### src/common/ccl_consts.svh
`ifndef CCL_CONSTS_SVH
`define CCL_CONSTS_SVH

// mask geometry for this build
`define FRAME_WIDTH 32
`define FRAME_HEIGHT 24

// coordinate widths as seen on the camera side
`define X_BITS 11
`define Y_BITS 10

// covers FRAME_WIDTH * FRAME_HEIGHT
`define ADDR_BITS 10

// address to pixel at the frame buffers
`define READ_LATENCY 2

`endif

### src/common/ccl_pkg.sv
`default_nettype none

`include "ccl_consts.svh"

package ccl_pkg;

  typedef struct packed {
    logic [`Y_BITS-1:0] y;
    logic [`X_BITS-1:0] x;
  } coord_t;

  typedef logic [`ADDR_BITS-1:0] pix_addr_t;  // x + y * width

  // side the trace entered the current pixel from
  typedef enum logic [1:0] {
    UP,
    RIGHT,
    DOWN,
    LEFT
  } dir_e;

  typedef enum logic [1:0] {
    IDLE,
    SEARCH,
    TRACE,
    DONE
  } trace_state_e;

  // slots numbered clockwise, so from * 2 + 1 is the first slot to check
  typedef enum logic [2:0] {
    N_UPLEFT,
    N_UP,
    N_UPRIGHT,
    N_RIGHT,
    N_DOWNRIGHT,
    N_DOWN,
    N_DOWNLEFT,
    N_LEFT
  } nbr_e;

  typedef logic [7:0] nbr_pix_t;  // indexed by nbr_e

  typedef struct packed {
    pix_addr_t [7:0] nbr;  // indexed by nbr_e
    pix_addr_t search;
  } rd_req_t;

  typedef struct packed {
    logic found;
    coord_t start;
    logic [`ADDR_BITS-1:0] perimeter;
  } trace_result_t;

endpackage

`default_nettype wire

### src/verilog/raster_search.sv
`timescale 1ns/100ps
`default_nettype none

`include "ccl_consts.svh"

module raster_search (
  input wire clk_in,
  input wire rst_in,
  input wire search_run,
  input wire rd_search_pix,
  output ccl_pkg::pix_addr_t search_addr,
  output logic search_hit,
  output ccl_pkg::coord_t hit_pos,
  output logic search_empty
);
  import ccl_pkg::*;

  coord_t scan_pos;
  logic scan_end;  // last pixel already issued
  logic issue;
  coord_t tag_pos [`READ_LATENCY];
  logic [`READ_LATENCY-1:0] tag_vld;
  logic tag_last;

  assign issue = search_run && !scan_end;
  assign search_addr = pix_addr_t'(scan_pos.y * `FRAME_WIDTH + scan_pos.x);

  always_ff @(posedge clk_in) begin
    if (rst_in || !search_run) begin
      scan_pos <= '0;  // next run starts at the origin
      scan_end <= 1'b0;
    end else if (!scan_end) begin
      if (scan_pos.x == `X_BITS'(`FRAME_WIDTH - 1)) begin
        scan_pos.x <= '0;
        if (scan_pos.y == `Y_BITS'(`FRAME_HEIGHT - 1)) begin
          scan_end <= 1'b1;
        end else begin
          scan_pos.y <= scan_pos.y + 1'b1;
        end
      end else begin
        scan_pos.x <= scan_pos.x + 1'b1;
      end
    end
  end

  // tags follow their reads through the buffer latency
  always_ff @(posedge clk_in) begin
    if (rst_in || !search_run) begin
      tag_vld <= '0;  // drop reads still in flight
    end else begin
      tag_vld[0] <= issue;
      for (int i = 1; i < `READ_LATENCY; i++) begin
        tag_vld[i] <= tag_vld[i-1];
      end
    end
  end

  always_ff @(posedge clk_in) begin
    tag_pos[0] <= scan_pos;
    for (int i = 1; i < `READ_LATENCY; i++) begin
      tag_pos[i] <= tag_pos[i-1];
    end
  end

  assign hit_pos = tag_pos[`READ_LATENCY-1];
  assign tag_last = (hit_pos.x == `X_BITS'(`FRAME_WIDTH - 1)) &&
                    (hit_pos.y == `Y_BITS'(`FRAME_HEIGHT - 1));
  assign search_hit = search_run && tag_vld[`READ_LATENCY-1] && rd_search_pix;
  assign search_empty = search_run && tag_vld[`READ_LATENCY-1] && !rd_search_pix && tag_last;

  // one outcome per search run
  a_one_outcome: assert property (@(posedge clk_in) disable iff (rst_in)
    search_hit || search_empty |=> !search_hit && !search_empty);

endmodule

`default_nettype wire

### src/verilog/trace_ctrl.sv
`timescale 1ns/100ps
`default_nettype none

`include "ccl_consts.svh"

module trace_ctrl (
  input wire clk_in,
  input wire rst_in,
  input wire start_valid,
  output logic start_ready,
  output logic search_run,
  input wire search_hit,
  input ccl_pkg::coord_t hit_pos,
  input wire search_empty,
  input ccl_pkg::coord_t next_pos,
  input ccl_pkg::dir_e next_from,
  input wire isolated,
  output ccl_pkg::coord_t trace_pos,
  output ccl_pkg::dir_e from,
  output ccl_pkg::trace_result_t result,
  output logic result_valid,
  input wire result_ready
);
  import ccl_pkg::*;

  trace_state_e state;
  coord_t start_pos;
  logic [$clog2(`READ_LATENCY + 1)-1:0] wait_cnt;
  logic [`ADDR_BITS-1:0] perim;
  logic step_now;  // pixels for the held addresses are back

  assign start_ready = (state == IDLE);
  assign search_run = (state == SEARCH);
  assign result_valid = (state == DONE);
  assign step_now = (wait_cnt == ($bits(wait_cnt))'(`READ_LATENCY));

  always_ff @(posedge clk_in) begin
    if (rst_in) begin
      state <= IDLE;
      wait_cnt <= '0;
      perim <= '0;
      from <= UP;
      result <= '0;
    end else begin
      case (state)
        IDLE: begin
          if (start_valid) state <= SEARCH;
        end
        SEARCH: begin
          if (search_hit) begin
            state <= TRACE;
            start_pos <= hit_pos;
            trace_pos <= hit_pos;
            from <= UP;  // nothing above the first raster hit
            wait_cnt <= '0;
            perim <= '0;
          end else if (search_empty) begin
            state <= DONE;
            result <= '0;  // empty mask
          end
        end
        TRACE: begin
          if (!step_now) begin
            wait_cnt <= wait_cnt + 1'b1;
          end else if (isolated) begin
            state <= DONE;
            result <= '{found: 1'b1, start: start_pos, perimeter: '0};
          end else begin
            wait_cnt <= '0;
            trace_pos <= next_pos;
            from <= next_from;
            perim <= perim + 1'b1;
            if (next_pos == start_pos) begin  // back at start, loop closed
              state <= DONE;
              result <= '{found: 1'b1, start: start_pos, perimeter: perim + 1'b1};
            end
          end
        end
        DONE: begin
          if (result_ready) state <= IDLE;
        end
        default: state <= IDLE;
      endcase
    end
  end

  a_result_hold: assert property (@(posedge clk_in) disable iff (rst_in)
    result_valid && !result_ready |=> result_valid && $stable(result));

  a_pos_in_frame: assert property (@(posedge clk_in) disable iff (rst_in)
    state == TRACE |-> trace_pos.x < `FRAME_WIDTH && trace_pos.y < `FRAME_HEIGHT);

endmodule

`default_nettype wire

### src/trace/neighbor_fetch.sv
`timescale 1ns/100ps
`default_nettype none

`include "ccl_consts.svh"

module neighbor_fetch (
  input ccl_pkg::coord_t trace_pos,
  input ccl_pkg::nbr_pix_t rd_pix,
  output ccl_pkg::pix_addr_t [7:0] nbr_addr,
  output ccl_pkg::nbr_pix_t nbr_pix
);
  import ccl_pkg::*;

  logic has_l, has_r, has_u, has_d;
  logic [7:0] in_frame;
  pix_addr_t col_l, col_c, col_r;
  pix_addr_t row_u, row_c, row_d;
  pix_addr_t [7:0] raw_addr;

  assign has_l = (trace_pos.x != '0);
  assign has_r = (trace_pos.x != `X_BITS'(`FRAME_WIDTH - 1));
  assign has_u = (trace_pos.y != '0);
  assign has_d = (trace_pos.y != `Y_BITS'(`FRAME_HEIGHT - 1));

  // wrapped values at the border are masked below
  assign col_l = pix_addr_t'(trace_pos.x - 1'b1);
  assign col_c = pix_addr_t'(trace_pos.x);
  assign col_r = pix_addr_t'(trace_pos.x + 1'b1);
  assign row_u = pix_addr_t'((trace_pos.y - 1'b1) * `FRAME_WIDTH);
  assign row_c = pix_addr_t'(trace_pos.y * `FRAME_WIDTH);
  assign row_d = pix_addr_t'((trace_pos.y + 1'b1) * `FRAME_WIDTH);

  always_comb begin
    raw_addr[N_UPLEFT] = row_u + col_l;
    raw_addr[N_UP] = row_u + col_c;
    raw_addr[N_UPRIGHT] = row_u + col_r;
    raw_addr[N_RIGHT] = row_c + col_r;
    raw_addr[N_DOWNRIGHT] = row_d + col_r;
    raw_addr[N_DOWN] = row_d + col_c;
    raw_addr[N_DOWNLEFT] = row_d + col_l;
    raw_addr[N_LEFT] = row_c + col_l;

    in_frame[N_UPLEFT] = has_u && has_l;
    in_frame[N_UP] = has_u;
    in_frame[N_UPRIGHT] = has_u && has_r;
    in_frame[N_RIGHT] = has_r;
    in_frame[N_DOWNRIGHT] = has_d && has_r;
    in_frame[N_DOWN] = has_d;
    in_frame[N_DOWNLEFT] = has_d && has_l;
    in_frame[N_LEFT] = has_l;
  end

  always_comb begin
    for (int i = 0; i < 8; i++) begin
      nbr_addr[i] = in_frame[i] ? raw_addr[i] : '0;
      nbr_pix[i] = in_frame[i] && rd_pix[i];  // never step off the frame
    end
  end

endmodule

`default_nettype wire

### src/trace/moore_step.sv
`timescale 1ns/100ps
`default_nettype none

module moore_step (
  input ccl_pkg::coord_t trace_pos,
  input ccl_pkg::dir_e from,
  input ccl_pkg::nbr_pix_t nbr_pix,
  output ccl_pkg::coord_t next_pos,
  output ccl_pkg::dir_e next_from,
  output logic isolated
);
  import ccl_pkg::*;

  logic [2:0] first_slot;
  logic [2:0] slot;
  logic picked;
  nbr_e pick;

  assign first_slot = {from, 1'b1};  // up, right, down or left slot
  assign isolated = (nbr_pix == '0);

  // clockwise walk from the entry side, first set slot wins
  always_comb begin
    picked = 1'b0;
    pick = N_UP;
    slot = first_slot;
    for (int k = 0; k < 8; k++) begin
      slot = first_slot + 3'(k);
      if (!picked && nbr_pix[slot]) begin
        picked = 1'b1;
        pick = nbr_e'(slot);
      end
    end
  end

  always_comb begin
    next_pos = trace_pos;
    next_from = from;
    case (pick)
      N_UP: begin
        next_pos.y = trace_pos.y - 1'b1;
        next_from = LEFT;
      end
      N_UPRIGHT: begin
        next_pos.x = trace_pos.x + 1'b1;
        next_pos.y = trace_pos.y - 1'b1;
        next_from = LEFT;
      end
      N_RIGHT: begin
        next_pos.x = trace_pos.x + 1'b1;
        next_from = UP;
      end
      N_DOWNRIGHT: begin
        next_pos.x = trace_pos.x + 1'b1;
        next_pos.y = trace_pos.y + 1'b1;
        next_from = UP;
      end
      N_DOWN: begin
        next_pos.y = trace_pos.y + 1'b1;
        next_from = RIGHT;
      end
      N_DOWNLEFT: begin
        next_pos.x = trace_pos.x - 1'b1;
        next_pos.y = trace_pos.y + 1'b1;
        next_from = RIGHT;
      end
      N_LEFT: begin
        next_pos.x = trace_pos.x - 1'b1;
        next_from = DOWN;
      end
      default: begin  // up-left
        next_pos.x = trace_pos.x - 1'b1;
        next_pos.y = trace_pos.y - 1'b1;
        next_from = DOWN;
      end
    endcase
  end

endmodule

`default_nettype wire

### src/verilog/contour_tracer.sv
`timescale 1ns/100ps
`default_nettype none

module contour_tracer (
  input wire clk_in,
  input wire rst_in,
  input wire start_valid,
  output logic start_ready,
  output ccl_pkg::rd_req_t rd_req,
  input ccl_pkg::nbr_pix_t rd_pix,
  input wire rd_search_pix,
  output ccl_pkg::trace_result_t result,
  output logic result_valid,
  input wire result_ready
);
  import ccl_pkg::*;

  logic search_run;
  logic search_hit;
  logic search_empty;
  coord_t hit_pos;
  pix_addr_t search_addr;

  coord_t trace_pos;
  coord_t next_pos;
  dir_e from;
  dir_e next_from;
  logic isolated;

  pix_addr_t [7:0] nbr_addr;
  nbr_pix_t nbr_pix;  // out-of-frame slots already cleared

  raster_search u_search (
    .clk_in(clk_in),
    .rst_in(rst_in),
    .search_run(search_run),
    .rd_search_pix(rd_search_pix),
    .search_addr(search_addr),
    .search_hit(search_hit),
    .hit_pos(hit_pos),
    .search_empty(search_empty)
  );

  trace_ctrl u_ctrl (
    .clk_in(clk_in),
    .rst_in(rst_in),
    .start_valid(start_valid),
    .start_ready(start_ready),
    .search_run(search_run),
    .search_hit(search_hit),
    .hit_pos(hit_pos),
    .search_empty(search_empty),
    .next_pos(next_pos),
    .next_from(next_from),
    .isolated(isolated),
    .trace_pos(trace_pos),
    .from(from),
    .result(result),
    .result_valid(result_valid),
    .result_ready(result_ready)
  );

  neighbor_fetch u_fetch (
    .trace_pos(trace_pos),
    .rd_pix(rd_pix),
    .nbr_addr(nbr_addr),
    .nbr_pix(nbr_pix)
  );

  moore_step u_step (
    .trace_pos(trace_pos),
    .from(from),
    .nbr_pix(nbr_pix),
    .next_pos(next_pos),
    .next_from(next_from),
    .isolated(isolated)
  );

  assign rd_req.search = search_addr;
  assign rd_req.nbr = nbr_addr;

endmodule

`default_nettype wire

### config.mk
export PLATFORM = sky130hd
export DESIGN_NAME = contour_tracer
export DESIGN_NICKNAME = d
export VERILOG_FILES = /design/src/common/ccl_pkg.sv /design/src/verilog/raster_search.sv /design/src/verilog/trace_ctrl.sv /design/src/trace/neighbor_fetch.sv /design/src/trace/moore_step.sv /design/src/verilog/contour_tracer.sv
export VERILOG_INCLUDE_DIRS = /design/src /design/src/common
export SDC_FILE = /design/constraint.sdc
export NUM_CORES = 1
export LEC_CHECK = 0
export BUFFER_PORTS_ARGS = -buffer_cell sky130_fd_sc_hd__buf_2
export CAP_MARGIN = 10
export CORE_MARGIN = 2
export CORE_UTILIZATION = 50
export CTS_CLUSTER_DIAMETER = 80
export CTS_CLUSTER_SIZE = 30
export DETAILED_ROUTE_END_ITERATION = 16
export PLACE_DENSITY = 0.71
export REMOVE_ABC_BUFFERS = 1
export SLEW_MARGIN = 0
export SYNTH_ARGS = -nofsm -noshare
export SYNTH_HDL_FRONTEND = slang
export SYNTH_SLANG_ARGS = --single-unit
export TNS_END_PERCENT = 1
### constraint.sdc
create_clock -name clk_in -period 12.7 [get_ports clk_in]
set_clock_uncertainty 0.15 [all_clocks]
set_input_delay 0 -clock clk_in [delete_from_list [all_inputs] [get_ports clk_in]]
set_output_delay 0 -clock clk_in [all_outputs]
set_load 0.005 [all_outputs]
==> out/qor.yml <==
placed_design:
  gp_congestion: 0.931
  place_area_um2: 11200
  place_hpwl_um: 21900
  port_buffers: 136
clock_tree:
  h-tree-depth: 4
  clock_latency_ns: 0.43
  cts_hold_buf: 0
  ctsRootBufferMaster: "clkbuf_16"
  clk_pin_slew_worst_paths_ns: 0.07
  cts_buffers: 17
  clock_sinks: 156
  clock_path_buffers: 2
  cts_setup_buffers: 0
  tritoncts: "built"
  post_cts_resized: 0
drt:
  drc: 0
  dr.pass1.iters: 5
  vias: 9350
  wire_per_inst_um: 18.8
  routed_via_density: 5.95
  drtIter0Drc: 672
  postRouteAntennaNets: 0
  routed_wl_um: 29500
power_and_ir_drop:
  peakVddDrop_uv: 110
  p_seq_share_pct: 26.7
  p_per_area_nw_per_um2: 202
  clock_power_share_pct: 21.0
  net-switching-power_uw: 1030
  p_int_uw: 1340
  p_leak_uw: 0.00488
  switching_share_pct: 43.6
  p_comb_share_pct: 52.3
logic_synthesis:
  syn_inst: 1199
  ys_seq_elements: 156
  yosys-top-cells-count: "163 x nor2_1, 114 x dfxtp_1, 88 x a21oi_1"
  netlist.area_leader.share_pct: 22.0
  synth_area_leaders: "dfxtp_1 22%, edfxtp_1 12%, ha_1 6.6%"
  synthesis.area_um2: 10400
  yosysWarnings: 0
  yosysSeqAreaShare_pct: 34.2
  syn_avg_cell_area_um2: 8.64
  synth_edf_count: 42
  yosysUniqueCellTypes: 88
  synth_top_area_cell: "dfxtp_1"
  ys.flop_type: "dfxtp_1"
  synth.most_common_cell: "nor2_1"
  synth-async-reset-ratio_pct: 0
cells_and_area:
  n_antenna_cell: 0
  final_area_um2: 11700
  area_growth_syn_to_layout_pct: 13.3
  drive_above_1_share_pct: 17.3
  final_nets: 1367
timing:
  maxSlewViolCount: 0
  slew_headroom_pct: 34.4
  period_share_pct: 70.0
  rsz0062_at_grt: "false"
  final_hold_viol_count: 0
  whs_ns: 0.00508
  period_needed_ns: 8.89
  tightest_slew_ns: 0.984
  setup_tns_ns: 0
  max_freq_ghz: 0.112
  setup_viol_count_final: 0
min_path:
  min_path_type: "in2reg"
critical_path:
  endpoint_kind: "flop"
  timing.reg2reg.setup_slack_ns: 3.81
  r2r_start: "u_ctrl.trace_pos[11]"
  worst_ep_arrival_time_ns: 9.04
  crit_start: "u_ctrl.trace_pos[11]"
  max_stage_delay_ns: 0.89
  worst-setup-path-type: "reg2reg"
  worstPathMaxFanout: 22
  rr_endpoint: "u_ctrl.result[0]"
  worstSetupStartpointType: "flop"
  cpMaxStageDelayCell: "a211oi_4"
  crit_required_ns: 12.85
  r2r_cells: 27
  crit_end: "u_ctrl.result[0]"
die:
  rows: 52
  ioPinCount: 137
  die_x_um: 148
  core_um2: 20300
  die_y_um: 148
  dieArea_um2: 21900
  start_util_pct: 51.0
grt:
  grt_usage_pct: 26.9
  antenna_found_initial: 0
  grt_pass1_wl_um: 46900
  grt_pass1_vias: 8773
  gr-total-overflow: 0
  grt_max_degree: 62
job:
  timing.max_cap.violations: 0
status:
  outcome: "finished, final reports clean"
==> worst max-delay path: cells and delay by family (launching register included) <==
| kind | cells | cell delay, ns |
|---|---|---|
| adder cells (fa/ha/maj) | 2 | 0.54 |
| flip-flops | 1 | 0.58 |
| AND/OR/NAND/NOR | 5 | 1.93 |
| multiplexers | 1 | 0.37 |
| AO/OA/AOI/OAI | 15 | 4.32 |
| buffers and inverters | 3 | 0.67 |
| XOR/XNOR | 1 | 0.20 |
==> routing by layer <==
layer / routed length, µm / global-route usage (%) / up-vias
met4: 970 / 10.8 / 0
met3: 2170 / 4.57 / 66
met5: 0 / 0 / -
met2: 13400 / 42.0 / 383
li1: - / - / 4482
met1: 13000 / 37.2 / 4419
==> cells in the final DEF (no fill, tap or decap), types with 21 or more instances in the layout <==
master / Yosys / final
nor2_1: 163 / 163
and3_1: 21 / 21
nand3_1: 37 / 37
buf_2: 12 / 136
a21o_1: 24 / 24
o21ai_0: 54 / 53
nand4_1: 29 / 29
ha_1: 55 / 54
nor3_1: 26 / 25
a21oi_1: 88 / 88
inv_1: 53 / 53
dfxtp_1: 114 / 114
nand2_1: 57 / 57
xor2_1: 50 / 50
edfxtp_1: 42 / 42
xnor2_1: 62 / 62
==> power by group through the flow <==
stage	registers [µW]	logic, µW	clock network, µW
6_report	632	1240	499
5_1_grt	635	1370	530
4_1_cts	628	1230	506
3_5_place_dp	639	1230	0
3_3_place_gp	638	1220	0
2_1_floorplan	613	813	0
==> sequential cells by signal, summed over array words and instances (netlist names) <==
signal / flops
u_search.tag_pos: 42
u_ctrl.result: 32
u_ctrl.start_pos: 21
u_ctrl.trace_pos: 21
u_search.scan_pos: 21
u_ctrl.perim: 10
u_ctrl.from: 2
u_ctrl.state: 2
u_ctrl.wait_cnt: 2
u_search.tag_vld: 2
u_search.scan_end: 1
==> cell families after synthesis <==
family	share of synthesized area (%)
mux	3.16
xor+xnor	10.3
buf+inv	5.16
simple gates	21.2
compound gates	17.3
flops	34.2
fa+ha+maj	8.57
==> how the worst min path moves through the flow <==
stage | from | endpoint | cells after the start
global route | rst_in | u_ctrl.perim[3] | 3
global placement | u_search.tag_pos[0][17] | u_search.tag_pos[0][38] | 0
CTS | rst_in | u_ctrl.perim[4] | 3
floorplan | rst_in | u_ctrl.result[10] | 1
detailed placement | u_search.tag_pos[0][0] | u_search.tag_pos[0][21] | 0
finish | rst_in | u_ctrl.perim[4] | 3
==> area by class of cell <==
cell class	instances	area (µm²)
Fill cell	1860	8560
Sequential cell	156	3540
Clock inverter	15	163
Tap cell	270	338
Inverter	54	203
Multi-Input combinational cell	912	6300
Timing Repair Buffer	148	771
Clock buffer	17	425
==> per-stage QoR <==
stage | cells | power, µW | setup WS (ns) | utilization, %
floorplan | 1122 | 1430 | 4.54 | -
global placement | 1540 | 1860 | 4.33 | 54.9
detailed placement | 1540 | 1870 | 4.02 | 54.9
CTS | 1572 | 2370 | 3.93 | 57.8
global route | 1572 | 2530 | 3.13 | 57.8
finish | 1572 | 2370 | 3.81 | 57.8
Note: power is estimated with default switching activity, not from simulation.
